<file path="config.mk">
export PLATFORM = sky130hd
export DESIGN_NAME = router_tile
export DESIGN_NICKNAME = d
export VERILOG_FILES = /design/src/verilog/router_cfg_pkg.sv /design/src/verilog/router_pkg.sv /design/src/verilog/fifo.sv /design/src/verilog/fifo_arb.sv /design/src/verilog/route_decoder.sv /design/src/verilog/router_tile.sv /design/src/verilog/rr_arbiter.sv
export SDC_FILE = /design/constraint.sdc
export NUM_CORES = 1
export LEC_CHECK = 0
export BUFFER_PORTS_ARGS = -buffer_cell sky130_fd_sc_hd__clkbuf_2
export CORE_MARGIN = 1.5
export CORE_UTILIZATION = 55
export CTS_CLUSTER_SIZE = 12
export DETAILED_ROUTE_END_ITERATION = 16
export PLACE_DENSITY = 0.76
export RECOVER_POWER = 100
export SLEW_MARGIN = 20
export SYNTH_ARGS = -nofsm -noshare
export SYNTH_HDL_FRONTEND = slang
export SYNTH_SLANG_ARGS = --single-unit
export TNS_END_PERCENT = 20
</file>
<file path="constraint.sdc">
create_clock -name clk -period 5.75 [get_ports clk]
set_clock_uncertainty 0.1 [all_clocks]
set_input_delay 0.575 -clock clk [delete_from_list [all_inputs] [get_ports clk]]
set_output_delay 0.575 -clock clk [all_outputs]
set_load 0.02 [all_outputs]
</file>
<file path="src/verilog/router_cfg_pkg.sv">
// Router configuration package
// Mesh coordinate widths and buffer sizing shared by every tile block

package router_cfg_pkg;

    // ========================================================================
    // Mesh geometry
    // ========================================================================
    localparam int MESH_X_W       = 2;  // 4 columns
    localparam int MESH_Y_W       = 2;  // 4 rows

    // ========================================================================
    // Tile ports and buffering
    // ========================================================================
    localparam int NUM_PORTS      = 5;  // N, E, S, W, local
    localparam int NUM_CLIENTS    = 4;  // Sources per output, no U-turn
    localparam int ARB_FIFO_DEPTH = 4;  // Entries per client FIFO
    localparam int PAYLOAD_W      = 16; // Data carried per transaction

endpackage : router_cfg_pkg

</file>
<file path="src/verilog/router_pkg.sv">
// Router types package
// Transaction format, port naming and ready vectors passed between tiles

package router_pkg;

    // Port and arbiter naming, also the stamp for the next tile
    typedef enum logic [2:0] {
        NORTH = 3'd0,   // y + 1
        EAST  = 3'd1,   // x + 1
        SOUTH = 3'd2,   // y - 1
        WEST  = 3'd3,   // x - 1
        LOCAL = 3'd4    // Core attached to this tile
    } t_cardinal;

    // Tile position in the mesh
    typedef struct packed {
        logic [router_cfg_pkg::MESH_X_W-1:0] x;
        logic [router_cfg_pkg::MESH_Y_W-1:0] y;
    } t_coord;

    // ========================================================================
    // Transaction moving through the mesh, 27 bits
    // ========================================================================
    typedef struct packed {
        t_coord                               src;                   // Origin tile
        t_coord                               dest;                  // Final tile
        t_cardinal                            next_tile_fifo_arb_id; // Arbiter to use next hop
        logic [router_cfg_pkg::PAYLOAD_W-1:0] payload;
    } t_tile_trans;

    // One ready level per arbiter of a tile, indexed by t_cardinal
    typedef logic [router_cfg_pkg::NUM_PORTS-1:0] t_port_ready;

endpackage : router_pkg

</file>
<file path="src/verilog/fifo.sv">
// Synchronous FIFO
// Circular buffer with occupancy count, head word always driven on pop_data

module fifo #(
    parameter int DATA_WIDTH = 8,
    parameter int FIFO_DEPTH = 4
) (
    input  logic                  clk,
    input  logic                  rst_n,
    input  logic                  push,
    input  logic [DATA_WIDTH-1:0] push_data,
    input  logic                  pop,
    output logic [DATA_WIDTH-1:0] pop_data,
    output logic                  full,
    output logic                  empty
);

    localparam int PTR_W = (FIFO_DEPTH > 1) ? $clog2(FIFO_DEPTH) : 1;
    localparam int CNT_W = $clog2(FIFO_DEPTH + 1);

    logic [DATA_WIDTH-1:0] mem [FIFO_DEPTH];  // Storage array
    logic [PTR_W-1:0]      wr_ptr;            // Next slot to write
    logic [PTR_W-1:0]      rd_ptr;            // Current head slot
    logic [CNT_W-1:0]      count;             // Entries held

    // Pointers and occupancy
    always_ff @(posedge clk or negedge rst_n) begin
        if (!rst_n) begin
            wr_ptr <= '0;
            rd_ptr <= '0;
            count  <= '0;
        end else begin
            if (push)
                wr_ptr <= (wr_ptr == PTR_W'(FIFO_DEPTH - 1)) ? '0 : wr_ptr + 1'b1;
            if (pop)
                rd_ptr <= (rd_ptr == PTR_W'(FIFO_DEPTH - 1)) ? '0 : rd_ptr + 1'b1;
            case ({push, pop})
                2'b10:   count <= count + 1'b1;
                2'b01:   count <= count - 1'b1;
                default: count <= count;      // Idle or push with pop
            endcase
        end
    end

    always_ff @(posedge clk) begin
        if (push)
            mem[wr_ptr] <= push_data;
    end

    assign pop_data = mem[rd_ptr];            // Head visible the cycle after push
    assign full     = (count == CNT_W'(FIFO_DEPTH));
    assign empty    = (count == '0);

    // Upstream must respect the ready level derived from full
    a_no_push_full: assert property (@(posedge clk) disable iff (!rst_n) full |-> !push);
    // Arbiter must only pick FIFOs holding data
    a_no_pop_empty: assert property (@(posedge clk) disable iff (!rst_n) empty |-> !pop);

endmodule : fifo

</file>
<file path="src/verilog/fifo_arb.sv">
// Output FIFO arbiter
// One FIFO per source, round-robin over heads whose next-tile arbiter is ready

module fifo_arb #(
    parameter int NUM_CLIENTS = router_cfg_pkg::NUM_CLIENTS
) (
    input  logic                                      clk,
    input  logic                                      rst_n,
    // ========================================================================
    // Client side, one slot per source port
    // ========================================================================
    input  logic [NUM_CLIENTS-1:0]                    push,
    input  router_pkg::t_tile_trans [NUM_CLIENTS-1:0] push_req,
    output logic [NUM_CLIENTS-1:0]                    client_ready,
    // ========================================================================
    // Toward the neighbor tile
    // ========================================================================
    output router_pkg::t_tile_trans                   winner_req,
    output logic                                      winner_req_valid,
    input  router_pkg::t_port_ready                   in_ready     // Neighbor arbiters
);

    import router_cfg_pkg::*;
    import router_pkg::*;

    t_tile_trans [NUM_CLIENTS-1:0] head;            // FIFO heads
    logic [NUM_CLIENTS-1:0]        full;
    logic [NUM_CLIENTS-1:0]        empty;
    logic [NUM_CLIENTS-1:0]        fifo_pop;
    logic [NUM_CLIENTS-1:0]        valid_candidate;
    logic [NUM_CLIENTS-1:0]        winner_dec_id;   // One-hot grant

    for (genvar i = 0; i < NUM_CLIENTS; i++) begin : gen_fifo
        fifo #(
            .DATA_WIDTH ($bits(t_tile_trans)),
            .FIFO_DEPTH (ARB_FIFO_DEPTH)
        ) u_fifo (
            .clk       (clk),
            .rst_n     (rst_n),
            .push      (push[i]),
            .push_data (push_req[i]),
            .pop       (fifo_pop[i]),
            .pop_data  (head[i]),
            .full      (full[i]),
            .empty     (empty[i])
        );
    end

    assign client_ready = ~full;   // Back-pressure to senders

    // Candidate needs data and a ready target arbiter in the next tile
    always_comb begin
        valid_candidate = '0;
        for (int i = 0; i < NUM_CLIENTS; i++) begin
            for (int c = 0; c < NUM_PORTS; c++) begin
                if (!empty[i] && head[i].next_tile_fifo_arb_id == t_cardinal'(c) &&
                    in_ready[c])
                    valid_candidate[i] = 1'b1;
            end
        end
    end

    rr_arbiter #(
        .NUM_CLIENTS (NUM_CLIENTS)
    ) u_arb (
        .clk             (clk),
        .rst_n           (rst_n),
        .valid_candidate (valid_candidate),
        .winner_dec_id   (winner_dec_id)
    );

    assign fifo_pop         = winner_dec_id;    // Winner leaves in the grant cycle
    assign winner_req_valid = |winner_dec_id;

    // AND-OR mux of the granted head
    always_comb begin
        winner_req = '0;
        for (int i = 0; i < NUM_CLIENTS; i++) begin
            if (winner_dec_id[i])
                winner_req = winner_req | head[i];
        end
    end

    // A pop always takes a held head whose target was ready
    a_pop_valid_winner: assert property (@(posedge clk) disable iff (!rst_n)
        (|fifo_pop) |-> ((fifo_pop & empty) == '0) &&
                        in_ready[winner_req.next_tile_fifo_arb_id]);

endmodule : fifo_arb

</file>
<file path="src/verilog/route_decoder.sv">
// XY route decoder
// Picks this tile's output, stamps the next tile's arbiter and steers the push strobe

module route_decoder #(
    parameter int TILE_X = 0,
    parameter int TILE_Y = 0
) (
    input  logic                                 in_valid,
    input  router_pkg::t_tile_trans              in_req,
    output logic [router_cfg_pkg::NUM_PORTS-1:0] push_arb,
    output router_pkg::t_tile_trans              out_req
);

    import router_cfg_pkg::*;
    import router_pkg::*;

    localparam logic [MESH_X_W-1:0] MY_X = MESH_X_W'(TILE_X);
    localparam logic [MESH_Y_W-1:0] MY_Y = MESH_Y_W'(TILE_Y);

    t_cardinal           out_port;  // Output of this tile
    t_cardinal           stamp;     // Arbiter in the neighbor
    logic [MESH_X_W-1:0] nb_x;      // Neighbor coordinates
    logic [MESH_Y_W-1:0] nb_y;

    // X first, then Y, else deliver locally
    function automatic t_cardinal xy_route(input logic [MESH_X_W-1:0] cur_x,
                                           input logic [MESH_Y_W-1:0] cur_y,
                                           input t_coord              dest);
        t_cardinal dir;
        if (dest.x > cur_x)      dir = EAST;
        else if (dest.x < cur_x) dir = WEST;
        else if (dest.y > cur_y) dir = NORTH;
        else if (dest.y < cur_y) dir = SOUTH;
        else                     dir = LOCAL;
        return dir;
    endfunction

    always_comb begin
        out_port = xy_route(MY_X, MY_Y, in_req.dest);
        nb_x     = MY_X;
        nb_y     = MY_Y;
        case (out_port)
            EAST:    nb_x = MY_X + 1'b1;
            WEST:    nb_x = MY_X - 1'b1;
            NORTH:   nb_y = MY_Y + 1'b1;
            SOUTH:   nb_y = MY_Y - 1'b1;
            default: ;                        // Local, no hop
        endcase
        // Same decision as the neighbor will make
        stamp = (out_port == LOCAL) ? LOCAL : xy_route(nb_x, nb_y, in_req.dest);

        out_req                       = in_req;
        out_req.next_tile_fifo_arb_id = stamp;
        push_arb                      = '0;
        push_arb[out_port]            = in_valid;  // Strobe to chosen arbiter only
    end

endmodule : route_decoder

</file>
<file path="src/verilog/router_tile.sv">
// Mesh router tile
// Five XY route decoders feeding five output FIFO arbiters through the crossbar

module router_tile #(
    parameter int TILE_X = 0,
    parameter int TILE_Y = 0
) (
    input  logic                                                   clk,
    input  logic                                                   rst_n,
    // From neighbors
    input  logic [router_cfg_pkg::NUM_PORTS-1:0]                   in_valid,
    input  router_pkg::t_tile_trans [router_cfg_pkg::NUM_PORTS-1:0] in_req,
    output router_pkg::t_port_ready [router_cfg_pkg::NUM_PORTS-1:0] out_ready,
    // To neighbors
    output router_pkg::t_tile_trans [router_cfg_pkg::NUM_PORTS-1:0] winner_req,
    output logic [router_cfg_pkg::NUM_PORTS-1:0]                   winner_req_valid,
    input  router_pkg::t_port_ready [router_cfg_pkg::NUM_PORTS-1:0] in_ready
);

    import router_cfg_pkg::*;
    import router_pkg::*;

    logic [NUM_PORTS-1:0][NUM_PORTS-1:0]       dec_push;   // [source][arbiter]
    t_tile_trans [NUM_PORTS-1:0]               dec_req;    // Stamped transactions
    logic [NUM_PORTS-1:0][NUM_CLIENTS-1:0]     arb_push;   // [arbiter][slot]
    t_tile_trans [NUM_PORTS-1:0][NUM_CLIENTS-1:0] arb_req;
    logic [NUM_PORTS-1:0][NUM_CLIENTS-1:0]     arb_ready;

    // ========================================================================
    // Crossbar, slot s of arbiter d serves the s-th port other than d
    // ========================================================================
    always_comb begin
        int src;
        out_ready = '1;                           // U-turn bits are never targeted
        for (int d = 0; d < NUM_PORTS; d++) begin
            for (int s = 0; s < NUM_CLIENTS; s++) begin
                src               = (s < d) ? s : s + 1;
                arb_push[d][s]    = dec_push[src][d];
                arb_req[d][s]     = dec_req[src];
                out_ready[src][d] = arb_ready[d][s];
            end
        end
    end

    for (genvar p = 0; p < NUM_PORTS; p++) begin : gen_port
        route_decoder #(
            .TILE_X (TILE_X),
            .TILE_Y (TILE_Y)
        ) u_dec (
            .in_valid (in_valid[p]),
            .in_req   (in_req[p]),
            .push_arb (dec_push[p]),
            .out_req  (dec_req[p])
        );

        fifo_arb #(
            .NUM_CLIENTS (NUM_CLIENTS)
        ) u_fifo_arb (
            .clk              (clk),
            .rst_n            (rst_n),
            .push             (arb_push[p]),
            .push_req         (arb_req[p]),
            .client_ready     (arb_ready[p]),
            .winner_req       (winner_req[p]),
            .winner_req_valid (winner_req_valid[p]),
            .in_ready         (in_ready[p])
        );

        // XY traffic never heads back out the port it came in on
        a_no_uturn: assert property (@(posedge clk) disable iff (!rst_n) !dec_push[p][p]);
    end

endmodule : router_tile

</file>
<file path="src/verilog/rr_arbiter.sv">
// Round-robin arbiter
// One-hot grant from the first candidate at or after a rotating pointer

module rr_arbiter #(
    parameter int NUM_CLIENTS = 4
) (
    input  logic                   clk,
    input  logic                   rst_n,
    input  logic [NUM_CLIENTS-1:0] valid_candidate,
    output logic [NUM_CLIENTS-1:0] winner_dec_id
);

    localparam int PTR_W = (NUM_CLIENTS > 1) ? $clog2(NUM_CLIENTS) : 1;

    logic [PTR_W-1:0] prio_ptr;   // Highest priority client this cycle
    logic [PTR_W-1:0] win_idx;    // Encoded winner
    logic             grant_any;

    // Scan clients starting at the pointer, wrapping around
    always_comb begin
        int idx;
        winner_dec_id = '0;
        win_idx       = '0;
        grant_any     = 1'b0;
        for (int off = 0; off < NUM_CLIENTS; off++) begin
            idx = int'(prio_ptr) + off;
            if (idx >= NUM_CLIENTS)
                idx = idx - NUM_CLIENTS;
            if (!grant_any && valid_candidate[idx]) begin
                grant_any = 1'b1;
                win_idx   = PTR_W'(idx);
            end
        end
        if (grant_any)
            winner_dec_id[win_idx] = 1'b1;
    end

    // Pointer moves just past the winner, holds when nothing granted
    always_ff @(posedge clk or negedge rst_n) begin
        if (!rst_n)
            prio_ptr <= '0;
        else if (grant_any)
            prio_ptr <= (win_idx == PTR_W'(NUM_CLIENTS - 1)) ? '0 : win_idx + 1'b1;
    end

    a_grant_onehot0: assert property (@(posedge clk) disable iff (!rst_n)
        $onehot0(winner_dec_id) && ((winner_dec_id & ~valid_candidate) == '0));

endmodule : rr_arbiter
</file>
==> flow_summary.yaml, run 1 <==
timing:
  finalHoldViolCount: 0
  setup_slack_ns: 0.1431
  setup-violations-final: 0
  tightest_slew_ns: 3.881
  max_clock_freq_mhz: 178.4
  min_period_over_period: 0.9751
  period_minus_ws_final_ns: 5.607
  slew-limit-headroom: -1.587
  timing.final.max_slew_violations: 1252
  fin_setup_tns_ns: 0
place:
  dpl_cell_area_um2: 58570
  placer_s_final_routability_congestion_estimate: 0.8751
  portBuffers: 237
  dp_worst_setup_slack_ns: 0.6459
  place.detailed.instances: 4311
  place_hpwl_um: 94240
synth:
  ys_seq_area_frac: 0.7391
  post-synth-top-area-cell: "edfxtp_1"
  asyncSetResetFlopFracSynth: 0.06494
  ys_ff_latch: 1386
  synthesis.area_per_instance_um2: 20.25
  synth.top_cell.area_share: 0.6987
  mapped_area_um2: 55700
  post_synth_num_cell_types: 50
  post_synth_edffs: 1296
  gate_count_of_the_mapped_netlist: 2751
  dominantRegCellSynth: "edfxtp_1"
  synth_area_leaders: "edfxtp_1 (70%), mux4_2 (13%), dfrtp_1 (4.0%)"
  yosysWarningCount: 0
run:
  drv_cap: 47
finish:
  finish.net_count: 3373
  final_cell_count_no_fill: 4573
  fraction_of_layout_cells_with_a_size_suffix_above_1: 0.1986
  area_delta_synth_final_pct: 12.01
  final_design_area_no_fill_um2: 62390
global_route:
  globalRoute.totalOverflow: 0
  gr-usage-met1: 0.3674
  grt_pass1_vias: 29370
  gr-usage-met3: 0.06901
  grt_antenna_before_repair: 14
  grt_busiest_layer: "met2"
  groute.layer.met2.usage: 0.4427
  largest_net_degree_at_the_start_of_global_routing: 58
  global_route_wire_length_before_repair_um: 201800
  grtUsageTotal: 0.2765
routing:
  detail_route.first_pass.iterations: 5
  route.detailed.wl_per_inst_um: 30.84
  vias_per_cell: 6.331
  vias: 28950
  route.antenna.remaining_nets: 0
  dr.first_iter.drc_count: 4019
  drt_drc_violations_left: 0
  total_wire_length_um: 141000
floorplanning:
  die_width_um: 321.2
  effective_utilization_at_floorplan: 0.5554
  core_region_area_um2: 100300
  height_of_the_chip_um: 321.2
  rows: 116
  floorplan.die_area_um2: 103200
  ios: 332
worst_setup_path:
  worst_setup_path_endpoint: "winner_req[34]"
  critPathLaunchType: "register"
  r2r_slack_ns: 0.84
  reg2regPathDepth: 15
  worstPathArrival_ns: 4.93
  required_ns: 5.08
  path_max_fanout: 28
  crit_type: "reg -> out"
  timing.critical_path.to_type: "primary output"
pwr:
  p_sw_frac: 0.3902
  power.share.sequential: 0.353
  clock_power_frac: 0.234
  pwr-share-comb: 0.413
  leakage_nw: 20.41
  pwr_total_w: 0.03620
  max-vdd-ir-drop_uv: 1036
  p_int_w: 0.02207
  p_per_area_nw_per_um2: 580.2
  switching_power_w: 0.01412
cts:
  insertion_delay_of_the_later_clocked_pin_in_the_worst_skew_pair_ns: 0.75
  tritoncts: "done"
  cts_htree_levels: 4
  cts_sinks: 1386
  clk_path_buf_depth: 3
  cts.root.buffer_cell: "clkbuf_16"
  cts_made_buffers: 141
  postCtsSetupRepairBufs: 0
  clk_pin_slew_worst_paths_ns: 0.06
worst_hold_path:
  hold_path.class: "in -> reg"
outcome:
  violations: "max-capacitance violations, max-slew violations"
  status: "complete, but fails checks"
-- cell usage in the layout (no fill, tap or decap), types with 6 or more instances in the layout --
master / instances
a21o_1: 7
clkbuf_1: 308
clkinv_2: 6
mux2_2: 26
fa_1: 12
nor3_1: 28
and2_0: 22
a22oi_1: 162
o32a_1: 9
ha_1: 86
and3_1: 19
nand3_1: 13
xor2_1: 24
nor2_1: 39
nor4bb_1: 7
mux4_2: 324
inv_1: 85
clkbuf_2: 52
and2_1: 10
buf_4: 40
dlygate4sd3_1: 7
mux2i_1: 27
a21oi_1: 95
dfrtp_2: 11
dfrtp_1: 77
conb_1: 69
nor3b_1: 7
clkbuf_8: 6
o41a_1: 12
clkbuf_16: 143
diode_2: 9
o21ai_0: 35
o21a_1: 6
edfxtp_1: 1296
clkinv_1: 11
nand2_1: 36
or3_1: 10
xnor2_1: 12
-- final cells by class --
class / count / area [um^2]
repair buffers: 341 / 1539
multi-input cells: 1148 / 13420
diodes: 9 / 22.52
clock inverters: 30 / 280.3
fillers: 6642 / 37910
clock buffers: 215 / 3909
flip-flops and latches: 1386 / 41190
well taps: 1357 / 1698
inverters: 87 / 326.6
-- synthesized netlist by cell type (2+ instances only) --
cell	number
a221oi_1	2
dfrtp_1	90
buf_1	37
o32a_1	11
and2_1	32
nor3_1	28
mux2_2	26
nor4_4	2
mux2_1	4
nand4bb_1	5
clkbuf_1	67
edfxtp_1	1296
o32ai_1	5
nor4bb_1	7
mux2i_1	27
a22oi_1	162
buf_2	14
and3_1	19
nor2_1	39
o21a_1	6
ha_1	89
nand2b_1	5
xnor2_1	12
o22ai_1	2
xor2_1	24
conb_1	2
nor3b_1	7
nor4_1	6
nand2_1	36
a21oi_1	98
buf_4	77
o21ai_0	35
fa_1	12
or3_1	10
inv_2	2
inv_1	85
buf_6	2
o41a_1	12
a21o_1	7
a221o_1	4
mux4_2	324
nand3_1	13
-- power by group through the flow --
stage | combinational, W | clock (W) | sequential, W
floorplan | 0.00993 | 0 | 0.0124
global placement | 0.0146 | 0 | 0.0129
detailed placement | 0.0150 | 0 | 0.0130
CTS | 0.0151 | 0.00856 | 0.0128
global route | 0.0157 | 0.00894 | 0.0129
finish | 0.0149 | 0.00847 | 0.0128
-- through the flow --
step	hold slack (ns)	util
after floorplan	0.1794	-
after global placement	0.3602	0.5840
after detailed placement	0.3712	0.5840
after CTS	0.00008338	0.6266
after global routing	0.1047	0.6220
final	0.1245	0.6221
-- flip-flops by register name (all words and copies together) (netlist names) --
| register | cells |
|---|---|
| gen_port.u_fifo_arb.gen_fifo.u_fifo.mem | 1296 |
| gen_port.u_fifo_arb.gen_fifo.u_fifo.rd_ptr | 24 |
| gen_port.u_fifo_arb.u_arb.prio_ptr | 6 |
| gen_port.u_fifo_arb.gen_fifo.u_fifo.wr_ptr | 24 |
| gen_port.u_fifo_arb.gen_fifo.u_fifo.count | 36 |
-- how the worst min path moves through the flow --
stage,from,to,slack (ns),depth (start not counted)
after floorplan,rst_n,asynchronous set/reset pin,0.18,0
after global placement,register,register,0.36,1
after detailed placement,register,register,0.37,1
after CTS,in_req[133],register,0.00008,1
after global routing,in_req[133],register,0.10,1
final,in_req[133],register,0.12,1
-- routing by layer --
| metal | part of all wire | up-vias |
|---|---|---|
| met5 | 0.00037 | - |
| met4 | 0.040 | 8 |
| met3 | 0.11 | 246 |
| met2 | 0.49 | 1758 |
| met1 | 0.36 | 15060 |
| li1 | - | 11880 |
-- cell families (layout without fill, tap and decap cells) --
logic type | Yosys count | after routing | share of synthesized area
other cells | 2 | 78 | 0.0001348
compound gates | 350 | 350 | 0.04288
buf+inv | 284 | 673 | 0.02491
fa+ha+maj | 101 | 101 | 0.02431
xor+xnor | 36 | 36 | 0.005661
simple gates | 211 | 211 | 0.02103
mux | 381 | 381 | 0.1419
flops | 1386 | 1386 | 0.7391
-- critical path: stages (launching register included) --
cell and delay (ns):
dfrtp_2 0.67, mux4_2 0.66, mux2i_1 0.15, o32a_1 0.32
a21oi_2 0.36, a21oi_1 0.15, o21ai_0 0.31, ha_1 0.21
buf_4 0.33, a22oi_1 0.25, a21oi_1 0.47, clkbuf_2 0.26
-- what timing repair did --
action	in CTS	in global routing
hold endpoints to repair	92	0
hold buffers	7	0
setup endpoints to repair	6	31
pin swaps	0	0
resized for setup	4	8
Power figures use the tool's default switching activity.
==> run 2, diff against run 1 <==
- CORE_UTILIZATION: 55 -> 65
- PLACE_DENSITY: 0.76 -> 0.87
- clock period: 5.75 -> 6.5 ns (I/O delays scaled with it)
==> flow_summary.yaml, run 2 (same netlist as run 1, synthesis figures left out) <==
cts:
  cts_made_buffers: 139
  cts_htree_levels: 4
  cts.root.buffer_cell: "clkbuf_16"
  cts_sinks: 1386
  insertion_delay_of_the_later_clocked_pin_in_the_worst_skew_pair_ns: 0.77
  tritoncts: "done"
  clk_path_buf_depth: 3
  clk_pin_slew_worst_paths_ns: 0.06
timing:
  timing.final.max_slew_violations: 1016
  period_minus_ws_final_ns: 6.433
  max_clock_freq_mhz: 155.5
  tightest_slew_ns: 2.875
  finalHoldViolCount: 0
  slew-limit-headroom: -0.9340
  setup-violations-final: 0
  fin_setup_tns_ns: 0
  min_period_over_period: 0.9897
  setup_slack_ns: 0.06727
worst_setup_path:
  required_ns: 5.75
  timing.critical_path.to_type: "primary output"
  r2r_slack_ns: 0.75
  critPathLaunchType: "register"
  crit_type: "reg -> out"
  path_max_fanout: 25
  worstPathArrival_ns: 5.68
routing:
  vias_per_cell: 7.367
  dr.first_iter.drc_count: 5746
  route.antenna.remaining_nets: 0
  detail_route.first_pass.iterations: 7
  drt_drc_violations_left: 0
  route.detailed.wl_per_inst_um: 38.28
  total_wire_length_um: 166100
  vias: 31970
finish:
  filler_cell_count: 4455
  largest_registers: "gen_port.u_fifo_arb.gen_fifo.u_fifo.mem (1296), gen_port.u_fifo_arb.gen_fifo.u_fifo.count (36)"
  most-common-layout-cells: "edfxtp_1 (1,296), mux4_2 (324), clkbuf_1 (316)"
  final-seq-area_um2: 41180
  finish.net_count: 3363
  multi_input_area_um2: 13400
  area_delta_synth_final_pct: 11.20
  final_cell_count_no_fill: 4340
  fraction_of_layout_cells_with_a_size_suffix_above_1: 0.1908
  most_common_library_cell_in_the_layout_ignoring_fill_and_taps: "edfxtp_1"
  final_design_area_no_fill_um2: 61930
  largest_reg_flops: 1296
  regMostFlops: "gen_port.u_fifo_arb.gen_fifo.u_fifo.mem"
outcome:
  status: "complete, but fails checks"
  violations: "max-capacitance violations, max-slew violations"
floorplanning:
  floorplan.die_area_um2: 87460
  effective_utilization_at_floorplan: 0.6552
  ios: 332
  core_region_area_um2: 85010
  die_width_um: 295.7
  rows: 107
  height_of_the_chip_um: 295.7
run:
  drv_cap: 40
place:
  place_hpwl_um: 98390
  portBuffers: 237
  dpl_cell_area_um2: 58280
  placer_s_final_routability_congestion_estimate: 0.8792
  dp_worst_setup_slack_ns: 0.9716
  place.detailed.instances: 4096
pwr:
  p_per_area_nw_per_um2: 535.0
  leakage_nw: 20.28
  max-vdd-ir-drop_uv: 820.3
global_route:
  largest_net_degree_at_the_start_of_global_routing: 61
  grt_antenna_before_repair: 13
  globalRoute.totalOverflow: 0
  grtUsageTotal: 0.3877
  grt_pass1_vias: 32170
  global_route_wire_length_before_repair_um: 233400
worst_hold_path:
  hold_path.class: "in -> reg"
-- run 2: changes by cell type in the layout (fill, tap and decap cells not counted), sizes merged --
cell	change
clkbuf	-10
dlygate4sd3	-6
inv	-4
clkinv	+1
buf	-1
-- run 2: worst max-delay path, stage by stage, from the launching register on --
cell and delay [ns]:
dfrtp_1 0.54, buf_4 0.55, mux4_2 0.65, nand4bb_1 0.40, a21oi_2 0.49, mux2i_1 0.25
o211ai_1 0.30, ha_1 0.32, buf_4 0.38, a22oi_1 0.20, a21oi_1 0.52, clkbuf_1 0.30
-- run 2: layer usage --
metal	routed length [um]	vias to the layer above	global-route usage
li1	-	11850	-
met1	49610	15850	0.4796
met2	78300	3470	0.5979
met3	23730	790	0.1160
met4	14450	6	0.2628
met5	46	-	0
-- run 2: metrics by stage --
step | total power (W) | hold WS (ns) | utilization
2_1_floorplan | 0.01979 | 0.2544 | -
3_3_place_gp | 0.02415 | 0.3607 | 0.6854
3_5_place_dp | 0.02488 | 0.3752 | 0.6855
4_1_cts | 0.03282 | 0.07875 | 0.7342
5_1_grt | 0.03378 | 0.1979 | 0.7284
6_report | 0.03314 | 0.1867 | 0.7285
-- run 2: path summary, 6_finish.rpt --
kind                            startpoint                          to  cells after the start
worst min register to register    register                    register                      1
worst max register to register    register                    register                     15
max in group asynchronous            rst_n  asynchronous set/reset pin                      3
worst max-delay path              register             winner_req[109]                     11
min in group asynchronous            rst_n  asynchronous set/reset pin                      2
worst min-delay path            in_req[14]                    register                      1
-- run 2: cell type report --
| cell class | instances | area share |
|---|---|---|
| diodes | 9 | 0.0003636 |
| clock inverters | 27 | 0.004384 |
| multi-input cells | 1148 | 0.2163 |
| repair buffers | 333 | 0.02341 |
| inverters | 87 | 0.005273 |
| well taps | 1144 | 0.02311 |
| flip-flops and latches | 1386 | 0.6649 |
| clock buffers | 206 | 0.06222 |
-- run 2: where the power goes --
| group | internal, W | total, W | switching, W | leakage, nW |
|---|---|---|---|---|
| registers | 0.0106 | 0.0114 | 0.000775 | 12.8 |
| logic | 0.00472 | 0.0142 | 0.00943 | 5.47 |
| clock network | 0.00415 | 0.00759 | 0.00343 | 1.99 |
| total | 0.0195 | 0.0331 | 0.0136 | 20.3 |
-- run 2: what timing repair did --
item | in CTS | in global routing
setup buffers | 0 | 0
hold buffers | 1 | 0
gates resized for setup | 0 | 6
hold endpoints to repair | 30 | 0
setup endpoints to repair | 0 | 49
